[config.mk]
export PLATFORM = sky130hd
export DESIGN_NAME = pad_io_top
export DESIGN_NICKNAME = d
export VERILOG_FILES = /design/src/pad_cfg_pkg.sv /design/src/jtag_pin_pkg.sv /design/src/pad_in_stage.sv /design/src/jtag_overlay_mux.sv /design/src/pad_out_stage.sv /design/src/pad_io_top.sv
export SDC_FILE = /design/constraint.sdc
export NUM_CORES = 1
export LEC_CHECK = 0
export BUFFER_PORTS_ARGS = -buffer_cell sky130_fd_sc_hd__buf_4
export CORE_MARGIN = 2
export CORE_UTILIZATION = 44
export DETAILED_ROUTE_END_ITERATION = 7
export PLACE_DENSITY = 0.83
export SLEW_MARGIN = 5
export SYNTH_ARGS = -nofsm -noshare
export SYNTH_HDL_FRONTEND = slang
export SYNTH_SLANG_ARGS = --single-unit
[constraint.sdc]
create_clock -name clk_i -period 2.73 [get_ports clk_i]
set_clock_uncertainty 0.2 [all_clocks]
set_input_delay 0.1365 -clock clk_i [delete_from_list [all_inputs] [get_ports clk_i]]
set_output_delay 0.1365 -clock clk_i [all_outputs]
set_load 0.1 [all_outputs]
[src/pad_cfg_pkg.sv]
// Pad counts, attribute layout and fixed pad tables for the pad I/O path
// MIO pads sit in the low bits of every combined vector, DIO pads above them
// The variant and connect tables are fixed at build time and not programmable
package pad_cfg_pkg;

  //////////////////////////////////////////////////
  // Pad counts
  //////////////////////////////////////////////////

  localparam int unsigned NMioPads = 16;                  // Muxed pads
  localparam int unsigned NDioPads = 6;                   // Dedicated pads
  localparam int unsigned NumIOs   = NMioPads + NDioPads; // MIO low, DIO high

  //////////////////////////////////////////////////
  // Attribute layout
  //////////////////////////////////////////////////

  // Bit 0 inverts in both directions, bit 1 selects virtual open drain
  localparam int unsigned AttrDw       = 2;
  localparam int unsigned AttrInvBit   = 0; // Invert
  localparam int unsigned AttrVodBit   = 1; // Virtual open drain

  //////////////////////////////////////////////////
  // Pad variants
  //////////////////////////////////////////////////

  typedef enum logic [1:0] {
    PadBidir     = 2'd0, // Full bidirectional
    PadInputOnly = 2'd1, // Receiver only, never drives
    PadTolerant  = 2'd2, // Bidir, higher voltage tolerant
    PadOpenDrain = 2'd3  // Pulls low or floats
  } pad_variant_e;

  // Index 0 is the first entry
  localparam pad_variant_e PadVariant [NumIOs] = '{
    PadBidir,     PadBidir,     PadBidir,     PadBidir,     // MIO 0-3
    PadOpenDrain, PadOpenDrain, PadOpenDrain, PadOpenDrain, // MIO 4-7
    PadBidir,     PadBidir,     PadBidir,     PadBidir,     // MIO 8-11
    PadOpenDrain, PadOpenDrain, PadOpenDrain, PadOpenDrain, // MIO 12-15
    PadTolerant,                                            // DIO 0
    PadBidir,                                               // DIO 1, not bonded
    PadBidir,     PadBidir,                                 // DIO 2-3
    PadInputOnly, PadInputOnly                              // DIO 4-5
  };

  //////////////////////////////////////////////////
  // Connect masks
  //////////////////////////////////////////////////

  localparam int unsigned DioUnconnIdx = 1; // DIO pad with no bond

  // A 0 bit marks a pad that is not connected
  localparam logic [NumIOs-1:0] ConnectIn =
      ~({{(NumIOs-1){1'b0}}, 1'b1} << (NMioPads + DioUnconnIdx));
  localparam logic [NumIOs-1:0] ConnectOut =
      ~({{(NumIOs-1){1'b0}}, 1'b1} << (NMioPads + DioUnconnIdx));

endpackage : pad_cfg_pkg

[src/jtag_pin_pkg.sv]
// JTAG pin placement on the MIO pads and the values seen while JTAG owns them
// Indices are into the combined NumIOs vector
package jtag_pin_pkg;

  //////////////////////////////////////////////////
  // Pin indices
  //////////////////////////////////////////////////

  localparam int unsigned JtagEnIdx = 9;  // MIO 9, strap that selects JTAG
  localparam int unsigned TckIdx    = 13; // MIO 13
  localparam int unsigned TmsIdx    = 10; // MIO 10
  localparam int unsigned TrstIdx   = 14; // MIO 14
  localparam int unsigned TdiIdx    = 12; // MIO 12
  localparam int unsigned TdoIdx    = 11; // MIO 11

  localparam logic JtagEnPolarity = 1'b1; // Strap level for JTAG mode

  //////////////////////////////////////////////////
  // Idle levels toward the TAP
  //////////////////////////////////////////////////

  localparam logic TckIdle   = 1'b0; // Clock parked low
  localparam logic TmsIdle   = 1'b0;
  localparam logic TrstNIdle = 1'b0; // TAP held in reset
  localparam logic TdiIdle   = 1'b0;

  //////////////////////////////////////////////////
  // Core-side tie-offs
  //////////////////////////////////////////////////

  localparam int unsigned DioSpiCsbIdx = 4; // SPI chip select, active low

  // Core sees these on JTAG pads, chip select held inactive
  localparam logic [pad_cfg_pkg::NumIOs-1:0] TieOffValues =
      {{(pad_cfg_pkg::NumIOs-1){1'b0}}, 1'b1} << (pad_cfg_pkg::NMioPads + DioSpiCsbIdx);

endpackage : jtag_pin_pkg

[src/pad_in_stage.sv]
`timescale 1ns/1ns
// Pad levels take two cycles to reach pad_in_sync_o
// Invert is applied after the flops, so attribute changes show at once
module pad_in_stage (
  input  logic                                                    clk_i,         // Core clock
  input  logic                                                    arst_n_i,      // Async, low
  input  logic [pad_cfg_pkg::NumIOs-1:0]                          pad_in_i,      // Raw pads
  input  logic [pad_cfg_pkg::NumIOs-1:0][pad_cfg_pkg::AttrDw-1:0] attr_i,        // Per pad
  output logic [pad_cfg_pkg::NumIOs-1:0]                          pad_in_sync_o  // To mux
);

  logic [pad_cfg_pkg::NumIOs-1:0] sync_q1;     // First sync flop
  logic [pad_cfg_pkg::NumIOs-1:0] sync_q2;     // Second sync flop
  logic [pad_cfg_pkg::NumIOs-1:0] sync_masked; // After connect mask
  logic [pad_cfg_pkg::NumIOs-1:0] in_inv;      // Invert bits only

  //////////////////////////////////////////////////
  // Synchronizer
  //////////////////////////////////////////////////

  always_ff @(posedge clk_i or negedge arst_n_i) begin
    if (!arst_n_i) begin
      sync_q1 <= '0;
      sync_q2 <= '0;
    end else begin
      sync_q1 <= pad_in_i; // Possibly metastable
      sync_q2 <= sync_q1;  // Settled
    end
  end

  //////////////////////////////////////////////////
  // Mask and invert
  //////////////////////////////////////////////////

  assign sync_masked = sync_q2 & pad_cfg_pkg::ConnectIn; // Unbonded pads read 0

  always_comb begin
    for (int i = 0; i < pad_cfg_pkg::NumIOs; i++) begin
      in_inv[i] = attr_i[i][pad_cfg_pkg::AttrInvBit];
    end
  end

  assign pad_in_sync_o = sync_masked ^ in_inv;

  // Unbonded pads must never leak a 1 past the mask, whatever the pad does
  for (genvar i = 0; i < pad_cfg_pkg::NumIOs; i++) begin : gen_unconn_chk
    if (!pad_cfg_pkg::ConnectIn[i]) begin : gen_chk
      a_unconn_zero : assert property (
        @(posedge clk_i) disable iff (!arst_n_i)
        !sync_masked[i]
      );
    end
  end

endmodule : pad_in_stage

[src/jtag_overlay_mux.sv]
`timescale 1ns/1ns
// Purely combinational overlay, clock and reset only feed the checks
// JTAG mode follows the synchronized strap, so it lags the pad by two cycles
module jtag_overlay_mux (
  input  logic                           clk_i,         // Checks only
  input  logic                           arst_n_i,      // Checks only
  input  logic [pad_cfg_pkg::NumIOs-1:0] pad_in_sync_i, // From input stage
  input  logic [pad_cfg_pkg::NumIOs-1:0] out_core_i,    // Core drive
  input  logic [pad_cfg_pkg::NumIOs-1:0] oe_core_i,     // Core enables
  input  logic                           jtag_tdo_i,    // From TAP
  output logic [pad_cfg_pkg::NumIOs-1:0] in_core_o,     // To core
  output logic [pad_cfg_pkg::NumIOs-1:0] out_mux_o,     // To output stage
  output logic [pad_cfg_pkg::NumIOs-1:0] oe_mux_o,      // To output stage
  output logic                           jtag_tck_o,
  output logic                           jtag_tms_o,
  output logic                           jtag_trst_n_o,
  output logic                           jtag_tdi_o
);

  logic jtag_en; // Overlay active

  assign jtag_en = (pad_in_sync_i[jtag_pin_pkg::JtagEnIdx] == jtag_pin_pkg::JtagEnPolarity);

  //////////////////////////////////////////////////
  // Pads toward the TAP
  //////////////////////////////////////////////////

  always_comb begin
    if (jtag_en) begin
      jtag_tck_o    = pad_in_sync_i[jtag_pin_pkg::TckIdx];
      jtag_tms_o    = pad_in_sync_i[jtag_pin_pkg::TmsIdx];
      jtag_trst_n_o = pad_in_sync_i[jtag_pin_pkg::TrstIdx];
      jtag_tdi_o    = pad_in_sync_i[jtag_pin_pkg::TdiIdx];
    end else begin
      jtag_tck_o    = jtag_pin_pkg::TckIdle;
      jtag_tms_o    = jtag_pin_pkg::TmsIdle;
      jtag_trst_n_o = jtag_pin_pkg::TrstNIdle; // Keeps TAP in reset
      jtag_tdi_o    = jtag_pin_pkg::TdiIdle;
    end
  end

  //////////////////////////////////////////////////
  // Core side and pad drive
  //////////////////////////////////////////////////

  always_comb begin
    in_core_o = pad_in_sync_i; // Default pass-through
    out_mux_o = out_core_i;
    oe_mux_o  = oe_core_i;
    if (jtag_en) begin
      // Core sees tie-offs on the pads JTAG has taken
      in_core_o[jtag_pin_pkg::TckIdx]  = jtag_pin_pkg::TieOffValues[jtag_pin_pkg::TckIdx];
      in_core_o[jtag_pin_pkg::TmsIdx]  = jtag_pin_pkg::TieOffValues[jtag_pin_pkg::TmsIdx];
      in_core_o[jtag_pin_pkg::TrstIdx] = jtag_pin_pkg::TieOffValues[jtag_pin_pkg::TrstIdx];
      in_core_o[jtag_pin_pkg::TdiIdx]  = jtag_pin_pkg::TieOffValues[jtag_pin_pkg::TdiIdx];
      in_core_o[jtag_pin_pkg::TdoIdx]  = jtag_pin_pkg::TieOffValues[jtag_pin_pkg::TdoIdx];
      out_mux_o[jtag_pin_pkg::TdoIdx]  = jtag_tdo_i; // TAP owns TDO
      oe_mux_o[jtag_pin_pkg::TdoIdx]   = 1'b1;
      oe_mux_o[jtag_pin_pkg::TckIdx]   = 1'b0; // Inputs only in JTAG mode
      oe_mux_o[jtag_pin_pkg::TmsIdx]   = 1'b0;
      oe_mux_o[jtag_pin_pkg::TrstIdx]  = 1'b0;
      oe_mux_o[jtag_pin_pkg::TdiIdx]   = 1'b0;
    end
  end

  // TAP must stay in reset whenever the strap is off
  a_trst_idle : assert property (
    @(posedge clk_i) disable iff (!arst_n_i)
    !jtag_en |-> !jtag_trst_n_o
  );

  // Core may never fight the external TCK driver
  a_tck_no_drive : assert property (
    @(posedge clk_i) disable iff (!arst_n_i)
    jtag_en |-> !oe_mux_o[jtag_pin_pkg::TckIdx]
  );

endmodule : jtag_overlay_mux

[src/pad_out_stage.sv]
`timescale 1ns/1ns
// Pad drive is registered, so every change shows one cycle later
// Open drain pads only ever pull low, input-only and unbonded pads never drive
module pad_out_stage (
  input  logic                                                    clk_i,     // Core clock
  input  logic                                                    arst_n_i,  // Async, low
  input  logic [pad_cfg_pkg::NumIOs-1:0]                          out_i,     // From mux
  input  logic [pad_cfg_pkg::NumIOs-1:0]                          oe_i,      // From mux
  input  logic [pad_cfg_pkg::NumIOs-1:0][pad_cfg_pkg::AttrDw-1:0] attr_i,    // Per pad
  output logic [pad_cfg_pkg::NumIOs-1:0]                          pad_out_o, // To pads
  output logic [pad_cfg_pkg::NumIOs-1:0]                          pad_oe_o   // To pads
);

  logic [pad_cfg_pkg::NumIOs-1:0] out_d; // Next pad value
  logic [pad_cfg_pkg::NumIOs-1:0] oe_d;  // Next pad enable

  //////////////////////////////////////////////////
  // Drive rules
  //////////////////////////////////////////////////

  always_comb begin
    logic inv_val; // Value after invert
    logic od;      // Open drain by variant or attribute
    for (int i = 0; i < pad_cfg_pkg::NumIOs; i++) begin
      inv_val = out_i[i] ^ attr_i[i][pad_cfg_pkg::AttrInvBit];
      od      = (pad_cfg_pkg::PadVariant[i] == pad_cfg_pkg::PadOpenDrain) ||
                attr_i[i][pad_cfg_pkg::AttrVodBit];
      if (od) begin
        out_d[i] = 1'b0;                 // Pull low only
        oe_d[i]  = oe_i[i] & ~inv_val;   // Float on 1
      end else begin
        out_d[i] = inv_val;              // Bidir and tolerant
        oe_d[i]  = oe_i[i];
      end
      if ((pad_cfg_pkg::PadVariant[i] == pad_cfg_pkg::PadInputOnly) ||
          !pad_cfg_pkg::ConnectOut[i]) begin
        out_d[i] = 1'b0; // No driver
        oe_d[i]  = 1'b0;
      end
    end
  end

  always_ff @(posedge clk_i or negedge arst_n_i) begin
    if (!arst_n_i) begin
      pad_out_o <= '0; // All pads released
      pad_oe_o  <= '0;
    end else begin
      pad_out_o <= out_d;
      pad_oe_o  <= oe_d;
    end
  end

  for (genvar i = 0; i < pad_cfg_pkg::NumIOs; i++) begin : gen_drive_chk
    // Open drain decided by last cycle's attribute, since the drive is registered
    a_od_no_high : assert property (
      @(posedge clk_i) disable iff (!arst_n_i)
      ((pad_cfg_pkg::PadVariant[i] == pad_cfg_pkg::PadOpenDrain) ||
       $past(attr_i[i][pad_cfg_pkg::AttrVodBit])) |-> !(pad_out_o[i] && pad_oe_o[i])
    );
    if (pad_cfg_pkg::PadVariant[i] == pad_cfg_pkg::PadInputOnly) begin : gen_in_only
      a_in_only_no_oe : assert property (
        @(posedge clk_i) disable iff (!arst_n_i)
        !pad_oe_o[i]
      );
    end
  end

endmodule : pad_out_stage

[src/pad_io_top.sv]
`timescale 1ns/1ns
// Pad-side I/O path with separate out, oe and in ports per pad
// Inputs arrive two cycles late, outputs one cycle late
module pad_io_top (
  input  logic                                                      clk_i,
  input  logic                                                      arst_n_i,
  // Core side
  input  logic [pad_cfg_pkg::NMioPads-1:0]                          mio_out_i,
  input  logic [pad_cfg_pkg::NMioPads-1:0]                          mio_oe_i,
  input  logic [pad_cfg_pkg::NMioPads-1:0][pad_cfg_pkg::AttrDw-1:0] mio_attr_i,
  input  logic [pad_cfg_pkg::NDioPads-1:0]                          dio_out_i,
  input  logic [pad_cfg_pkg::NDioPads-1:0]                          dio_oe_i,
  input  logic [pad_cfg_pkg::NDioPads-1:0][pad_cfg_pkg::AttrDw-1:0] dio_attr_i,
  output logic [pad_cfg_pkg::NMioPads-1:0]                          mio_in_o,
  output logic [pad_cfg_pkg::NDioPads-1:0]                          dio_in_o,
  // Pad side
  input  logic [pad_cfg_pkg::NMioPads-1:0]                          mio_pad_in_i,
  input  logic [pad_cfg_pkg::NDioPads-1:0]                          dio_pad_in_i,
  output logic [pad_cfg_pkg::NMioPads-1:0]                          mio_pad_out_o,
  output logic [pad_cfg_pkg::NMioPads-1:0]                          mio_pad_oe_o,
  output logic [pad_cfg_pkg::NDioPads-1:0]                          dio_pad_out_o,
  output logic [pad_cfg_pkg::NDioPads-1:0]                          dio_pad_oe_o,
  // JTAG side
  output logic                                                      jtag_tck_o,
  output logic                                                      jtag_tms_o,
  output logic                                                      jtag_trst_n_o,
  output logic                                                      jtag_tdi_o,
  input  logic                                                      jtag_tdo_i
);

  //////////////////////////////////////////////////
  // Joined vectors, DIO above MIO
  //////////////////////////////////////////////////

  logic [pad_cfg_pkg::NumIOs-1:0][pad_cfg_pkg::AttrDw-1:0] attr_all; // All attributes
  logic [pad_cfg_pkg::NumIOs-1:0] pad_in_sync; // Synced, masked, inverted
  logic [pad_cfg_pkg::NumIOs-1:0] in_core;     // Back to core
  logic [pad_cfg_pkg::NumIOs-1:0] out_mux;     // After overlay
  logic [pad_cfg_pkg::NumIOs-1:0] oe_mux;
  logic [pad_cfg_pkg::NumIOs-1:0] pad_out;     // Registered drive
  logic [pad_cfg_pkg::NumIOs-1:0] pad_oe;

  assign attr_all = {dio_attr_i, mio_attr_i};

  pad_in_stage u_pad_in_stage (
    .clk_i         ( clk_i                        ),
    .arst_n_i      ( arst_n_i                     ),
    .pad_in_i      ( {dio_pad_in_i, mio_pad_in_i} ),
    .attr_i        ( attr_all                     ),
    .pad_in_sync_o ( pad_in_sync                  )
  );

  jtag_overlay_mux u_jtag_overlay_mux (
    .clk_i         ( clk_i                  ),
    .arst_n_i      ( arst_n_i               ),
    .pad_in_sync_i ( pad_in_sync            ),
    .out_core_i    ( {dio_out_i, mio_out_i} ),
    .oe_core_i     ( {dio_oe_i, mio_oe_i}   ),
    .jtag_tdo_i    ( jtag_tdo_i             ),
    .in_core_o     ( in_core                ),
    .out_mux_o     ( out_mux                ),
    .oe_mux_o      ( oe_mux                 ),
    .jtag_tck_o    ( jtag_tck_o             ),
    .jtag_tms_o    ( jtag_tms_o             ),
    .jtag_trst_n_o ( jtag_trst_n_o          ),
    .jtag_tdi_o    ( jtag_tdi_o             )
  );

  pad_out_stage u_pad_out_stage (
    .clk_i     ( clk_i    ),
    .arst_n_i  ( arst_n_i ),
    .out_i     ( out_mux  ),
    .oe_i      ( oe_mux   ),
    .attr_i    ( attr_all ),
    .pad_out_o ( pad_out  ),
    .pad_oe_o  ( pad_oe   )
  );

  //////////////////////////////////////////////////
  // Split back into MIO and DIO
  //////////////////////////////////////////////////

  assign {dio_in_o, mio_in_o}           = in_core;
  assign {dio_pad_out_o, mio_pad_out_o} = pad_out;
  assign {dio_pad_oe_o, mio_pad_oe_o}   = pad_oe;

endmodule : pad_io_top

==> results by group, run 1 <==
Run status
  – Run status: finished clean

Floorplan
  – Die width: approximately 81 um
  – Vert. Die Dim: 80.8 um
  – Die area: 6520 um^2
  – Initial Utilization: 46.3%
  – IO Count: 183
  – Core area: 5610 um^2
  – # rows: 27

Detailed routing
  – Total Wirelength: approximately 7.4 mm
  – Routed via count: 2165
  – DRC: 0
  – DRT iter0 DRCs: 64
  – DRT Pass-1 Iters: 4
  – Final ANT Viol Nets: 0
  – WL/cell: 15.0 um
  – Drt via density: 4.41

Final layout
  – Synth-to-layout area growth: 82.3%
  – Layout cells sized above 1: around two fifths
  – Fillers: 308
  – Register area: between 1500 and 2000 um^2
  – ANT cells: 0
  – Final #Nets: about 530
  – Multi-input gate area: 708 um^2

Synthesis
  – Area leader, netlist: dfrtp_1
  – Syn Area/Cell: 14.5 um^2
  – Top post-synthesis cells by area: dfrtp_1, xor2_1, xnor2_1
  – FF+latch count, synth: 72
  – Post-synthesis cell type count: 20
  – Top cell type's share of synthesized area: 69.5%
  – Mapped Area: 2590 um^2
  – Ys Warns: 0
  – Seq/Total Area, Yosys: between 60 and 70%
  – Post-Synthesis Cells: 179

Critical path
  – WS Path Type: in2reg
  – Worst path top cell family by delay: buffers and inverters
  – Critical path endpoint category: flop
  – Worst path bufs/invs: 4
  – Cell Chain, Critical Path: dlygate4sd3_1 -> buf_4 -> nor2_1 -> dlygate4sd3_1 -> mux2_1 -> dlygate4sd3_1
  – Maximum fanout along the worst path: 6
  – Most used cell, CP: dlygate4sd3_1
  – Critical Path Source Type: input port
  – Required time worst endpoint: ~2.7 ns
  – Worst path max stage delay: ~0.58 ns
  – R2R Setup Slk: 0.54 ns
  – Highest-delay cell along the critical path: dlygate4sd3_1
  – Data arrival, critical path: 2.24 ns

Place
  – DPL Wire Length: 4.21 mm
  – Port bufs: 148
  – RePlAce Congestion: 0.698
  – Pre-CTS WS: 1.15 ns

Clock tree
  – Post-CTS sizing: 0
  – H-tree lvl count: 3
  – Clock Path Buffers: 2
  – CTS tree: done
  – Worst-Skew Late Latency: 0.32 ns
  – Clock-pin slew on the worst setup and hold paths: 0.07 ns
  – Root buffer cell: clkbuf_8
  – CTS Buf Count: 9
  – Sinks on Clock Net: 72

STA
  – Relative slew slack: 42.0%
  – Setup TNS: 0 ns
  – RSZ-0062 raised after global routing: false
  – Min Tclk post-route: between 2 and 2.5 ns
  – Least-Margin Pin Slew: 0.870 ns
  – Slew Limit Fails: 0
  – Tcrit/Tclk final: 81.9%
  – Final hold vios: 0
  – Fmax: 0.447 GHz
  – Final Worst Setup Slack: 0.493 ns
  – Setup Viol. Count Final: 0
  – Worst Hold Slack: 0.00332 ns

Min path
  – HP Class: in2reg

Global routing
  – Number of global-route vias before repair: 2443
  – Total GRT Usage: 23.2%
  – Largest net degree at the start of global routing: 73
  – Total gr overflow: 0
  – Initial antenna violation count: 0
  – First-pass GRT wire length: 11.0 mm

Power and ir drop
  – Leakage: 2.39 nW
  – Power per cell area: 671 nW/um^2
  – Sw frac: 37.6%
  – Pint: 0.00198 W
  – Clock Power Share: 28.8%
  – Reg power frac: 36.4%
  – Overall power: between 0.003 and 0.004 W
  – Psw: 0.00119 W
  – Comb pwr share: 34.8%
  – Maximum VDD drop: 0.000505 V

Job
  – Max cap viols: 0
-- synthesized netlist by cell type (all sizes together) --
cell type	count
nor2	11
and3	3
xor2	25
nor3	1
buf	16
dfrtp	72
conb	1
a21oi	3
a21boi	9
nand2	1
nand3b	4
clkinv	1
mux2i	1
nor2b	11
and2	5
mux2	1
xnor2	14
-- layer usage --
layer	vias up	global-route usage [%]	share of wire, %
li1	1001	-	-
met1	1039	21.7	31
met2	111	46.7	59
met3	14	5.56	7.7
met4	0	10.2	2.3
met5	-	0	0
-- worst reg2reg max path, stage by stage, from the launching register on --
cell,delay (ns)
dfrtp_1,0.40
xnor2_2,0.12
buf_4,0.21
mux2i_1,0.21
mux2_1,0.35
dlygate4sd3_1,0.58
-- power groups by stage --
stage	sequential, W	clock [W]	combinational (W)
2_1_floorplan	0.00143	0	0.000482
3_3_place_gp	0.00117	0	0.000981
3_5_place_dp	0.00117	0	0.000992
4_1_cts	0.00115	0.000928	0.00109
5_1_grt	0.00116	0.000991	0.00114
6_report	0.00115	0.000913	0.00110
-- state kept, by name, indices dropped and copies added (netlist names) --
signal	flops
u_pad_out_stage.pad_out_o	11
u_pad_in_stage.sync_q2	21
u_pad_in_stage.sync_q1	21
u_pad_out_stage.pad_oe_o	19
-- cells in the final DEF, fill, tap and decap left out --
cell / instances
nand2_1: 1
and3_1: 3
clkinvlp_4: 1
nor2_1: 11
a21boi_0: 9
and2_1: 5
xor2_1: 25
clkinv_4: 1
dlygate4sd3_1: 78
dfrtp_1: 72
conb_1: 14
nor3_1: 1
a21oi_1: 2
mux2_1: 1
a21oi_2: 1
bufinv_16: 2
nor2b_1: 11
clkinv_2: 3
xnor2_1: 13
mux2i_1: 1
nand3b_1: 4
xnor2_2: 1
clkbuf_8: 10
buf_4: 149
-- what timing repair did --
action,4_1_cts,5_1_grt
hold endpoints to repair,123,0
buffers inserted,0,0
hold buffers,78,0
-- kinds of logic (layout without fill, tap and decap cells) --
family / count (synthesis) / in the layout / synth area share, %
AOI/OAI and AO/OA: 12 / 12 / 3.33
and+or+nand+nor: 36 / 36 / 7.67
muxes: 2 / 2 / 0.820
buffers and inverters: 17 / 244 / 5.11
DFF: 72 / 72 / 69.5
xor gates and xnor gates: 39 / 39 / 13.5
other: 1 / 14 / 0.145
-- worst paths after layout --
check / from / endpoint / cells after the start
setup / recovery: mio_attr_i[23] / u_pad_out_stage.pad_out_o[11]$_DFF_PN0_ / 6
hold / removal: mio_out_i[0] / u_pad_out_stage.pad_oe_o[0]$_DFF_PN0_ / 3
setup reg to reg: u_pad_in_stage.sync_q2[9]$_DFF_PN0_ / u_pad_out_stage.pad_out_o[11]$_DFF_PN0_ / 5
hold reg to reg: u_pad_in_stage.sync_q1[14]$_DFF_PN0_ / u_pad_in_stage.sync_q2[14]$_DFF_PN0_ / 0
max in group asynchronous: arst_n_i / u_pad_in_stage.sync_q2[16]$_DFF_PN0_ / 2
min in group asynchronous: arst_n_i / u_pad_out_stage.pad_oe_o[4]$_DFF_PN0_ / 2
-- stage by stage --
step | instance area [um^2] | instances | utilization [%]
global placement | 3730 | 397 | 66.5
floorplan | 2640 | 192 | -
detailed placement | 3730 | 397 | 66.5
finish | 4730 | 491 | 84.3
CTS | 4730 | 491 | 84.3
global route | 4730 | 491 | 84.3
-- area by class of cell --
| class | instances | area share (%) |
|---|---|---|
| clock buffers | 10 | 2.91 |
| clock inverters | 6 | 1.75 |
| inverters | 1 | 0.185 |
| multi-input cells | 103 | 15.0 |
| flip-flops and latches | 72 | 38.1 |
| well taps | 72 | 1.91 |
| repair buffers | 227 | 40.2 |
Power figures use the tool's default switching activity.
==> run 2, diff against run 1 <==
--- a/config.mk
+++ b/config.mk
@@ -7,9 +7,9 @@
 export LEC_CHECK = 0
 export BUFFER_PORTS_ARGS = -buffer_cell sky130_fd_sc_hd__buf_4
 export CORE_MARGIN = 2
-export CORE_UTILIZATION = 44
+export CORE_UTILIZATION = 37
 export DETAILED_ROUTE_END_ITERATION = 7
-export PLACE_DENSITY = 0.83
+export PLACE_DENSITY = 0.74
 export SLEW_MARGIN = 5
 export SYNTH_ARGS = -nofsm -noshare
 export SYNTH_HDL_FRONTEND = slang
==> constraint.sdc (replaced) <==
create_clock -name clk_i -period 1.79 [get_ports clk_i]
set_clock_uncertainty 0.2 [all_clocks]
set_input_delay 0.0895 -clock clk_i [delete_from_list [all_inputs] [get_ports clk_i]]
set_output_delay 0.0895 -clock clk_i [all_outputs]
set_load 0.1 [all_outputs]
==> run 2 against run 1 <==
  * Combinational power rose by 67%
  * Setup slack worse by 0.46 ns
  * Sequential share of layout area is 3.2 points lower
  * Clock power up 35%
  * Highest routed layer unchanged
==> results by group, run 2 (synthesis gave the netlist of run 1 again) <==
Critical path
  – Critical path endpoint category: output pin (was flop)
  – Data arrival, critical path: 1.47 ns (was 2.24 ns)
  – R2r endpoint: u_pad_out_stage.pad_out_o[11]$_DFF_PN0_ (unchanged)
  – Critical Path Source Type: flop (was input port)
  – Worst path top cell family by delay: flip-flops (was buffers and inverters)
  – WS Path Type: reg2out (was in2reg)
  – Maximum fanout along the worst path: 8 (was 6)
  – Highest-delay cell along the critical path: dfrtp_1 (was dlygate4sd3_1)
  – R2R Setup Slk: 0.18 ns (was 0.54 ns)
  – R2R Path Start: u_pad_in_stage.sync_q2[9]$_DFF_PN0_ (unchanged)
  – Worst path max stage delay: 0.42 ns (was 0.58 ns)
  – Worst path bufs/invs: 2 (was 4)
  – Required time worst endpoint: 1.50 ns (was 2.73 ns)
  – Cell Chain, Critical Path: xnor2_4 -> buf_4 -> nor2_2 -> buf_12 (was dlygate4sd3_1 -> buf_4 -> nor2_1 -> dlygate4sd3_1 -> mux2_1 -> dlygate4sd3_1)
  – Cell depth of the worst flop-to-flop path: 4 (was 5)

Run status
  – Run status: finished clean (unchanged)

Floorplan
  – IO Count: 183 (unchanged)
  – Vert. Die Dim: 87.7 um (was 80.8 um)
  – Die width: 87.7 um (was 80.8 um)
  – # rows: 30 (was 27)
  – Initial Utilization: 38.2% (was 46.3%)
  – Core area: 6790 um^2 (was 5610 um^2)
  – Die area: 7700 um^2 (was 6520 um^2)

Power and ir drop
  – Overall power: 0.00484 W (was 0.00317 W)
  – Power per cell area: 937 nW/um^2 (was 671 nW/um^2)
  – Leakage: 2.49 nW (was 2.39 nW)
  – Maximum VDD drop: 0.000572 V (was 0.000505 V)

Clock tree
  – CTS tree: done (unchanged)
  – CTS Buf Count: 9 (unchanged)
  – Worst-Skew Late Latency: 0.34 ns (was 0.32 ns)
  – Clock-pin slew on the worst setup and hold paths: 0.07 ns (about the same)
  – H-tree lvl count: 3 (unchanged)
  – Sinks on Clock Net: 72 (unchanged)
  – Root buffer cell: clkbuf_8 (unchanged)
  – Clock Path Buffers: 2 (unchanged)

Detailed routing
  – DRT iter0 DRCs: 42 (was 64)
  – Final ANT Viol Nets: 0 (unchanged)
  – DRC: 0 (unchanged)
  – DRT Pass-1 Iters: 4 (unchanged)
  – Drt via density: 4.21 (was 4.41)
  – WL/cell: 14.0 um (was 15.0 um)
  – Routed via count: 2221 (was 2165)
  – Total Wirelength: 7.39 mm (was 7.37 mm)

Final layout
  – Design area: 5160 um^2 (was 4730 um^2)
  – Commonest non-fill, non-tap cell in the layout: buf_4 (unchanged)
  – Final #Nets: 541 (was 527)
  – Final core occ: 76.0% (was 84.3%)
  – Synth-to-layout area growth: 99.1% (was 82.3%)
  – Final cell count without fillers: 528 (was 491)
  – Largest regs: u_pad_in_stage.sync_q1 x21, u_pad_in_stage.sync_q2 x21, u_pad_out_stage.pad_oe_o x19 (unchanged)
  – ANT cells: 0 (unchanged)
  – Layout cells sized above 1: 44.7% (was 40.1%)
  – Commonest non-fill, non-tap cells in the layout: buf_4, dlygate4sd3_1, dfrtp_1 (unchanged)

Job
  – Max cap viols: 0 (unchanged)

STA
  – Relative slew slack: 35.4% (was 42.0%)
  – Min Tclk post-route: approximately 1.8 ns
  – RSZ-0062 raised after global routing: true (was false)
  – Least-Margin Pin Slew: 0.966 ns (was 0.870 ns)
  – Slew Limit Fails: 0 (unchanged)
  – Fmax: 0.567 GHz
  – Setup TNS: 0 ns (unchanged)
  – Tcrit/Tclk final: 98.4%
  – Final hold vios: 0 (unchanged)
  – Setup Viol. Count Final: 0 (unchanged)

Place
  – Inst Count DP: 422 (was 397)
  – DPL Wire Length: 4.31 mm (was 4.21 mm)
  – Area post-placement: 3920 um^2 (was 3730 um^2)
  – RePlAce Congestion: 0.755 (was 0.698)
  – Port bufs: 148 (unchanged)

Global routing
  – First-pass GRT wire length: 11.4 mm (was 11.0 mm)
  – Number of global-route vias before repair: 2497 (was 2443)
  – Total gr overflow: 0 (unchanged)
  – Initial antenna violation count: 0 (unchanged)
  – Largest net degree at the start of global routing: 44 (was 73)
  – Total GRT Usage: 20.0% (was 23.2%)

Min path
  – HP Class: in2async (was in2reg)
-- run 2: metal layers --
metal  vias up  track usage (%)  routed length (um)
li1       1018                -                   -
met1      1086             20.0                2550
met2       104             38.3                4210
met3        13             5.28                 503
met4         0             9.23                 127
met5         -                0                   0
-- run 2: worst max path at each step --
| stage | startpoint | endpoint | slack, ns | cells after the start |
|---|---|---|---|---|
| after global placement | u_pad_in_stage.sync_q2[9]$_DFF_PN0_ | mio_in_o[10] | 0.22 | 4 |
| after detailed placement | u_pad_in_stage.sync_q2[9]$_DFF_PN0_ | mio_in_o[10] | 0.18 | 4 |
| final | u_pad_in_stage.sync_q2[9]$_DFF_PN0_ | jtag_tdi_o | 0.03 | 4 |
| after global routing | u_pad_in_stage.sync_q2[9]$_DFF_PN0_ | mio_in_o[11] | -0.05 | 4 |
| after CTS | u_pad_in_stage.sync_q2[9]$_DFF_PN0_ | jtag_tck_o | -0.02 | 4 |
| after floorplan | u_pad_in_stage.sync_q2[9]$_DFF_PN0_ | jtag_tck_o | -0.43 | 3 |
-- run 2: worst register-to-register path, cell delays in order, from the launching register on --
cell,delay [ns]
dfrtp_1,0.42
xnor2_4,0.21
buf_4,0.15
mux2i_1,0.18
mux2_1,0.33
-- run 2: area by class of cell --
class | count | area, um^2
tap | 96 | 120
inverter | 1 | 8.76
clock inverter | 4 | 45.0
fill | 439 | 1630
multi-input combinational | 103 | 890
clock buffer | 11 | 141
sequential | 72 | 1800
timing repair buffer | 241 | 2160
-- run 2: power by group --
| group | internal (W) | switching, W | leakage, nW |
|---|---|---|---|
| Sequential | 0.00173 | 0.0000396 | 0.871 |
| Combinational | 0.000587 | 0.00126 | 1.52 |
| Clock | 0.000667 | 0.000563 | 0.0989 |
-- run 2: repair_timing --
| action | 4_1_cts | 5_1_grt |
|---|---|---|
| hold buffers | 89 | 0 |
| gates resized for setup | 21 | 14 |
| pin swaps | 3 | 1 |
| hold endpoints to repair | 124 | 0 |
| buffers inserted | 1 | 1 |
| setup endpoints to repair | 10 | 10 |
-- run 2: stage by stage --
step                      hold WS [ns]  worst slack, ns
after floorplan                 -0.406           -0.429
after global placement          -0.159            0.216
after detailed placement        -0.158            0.183
after CTS                      0.00893          -0.0238
after global routing            0.0586          -0.0511
final                           0.0142           0.0279
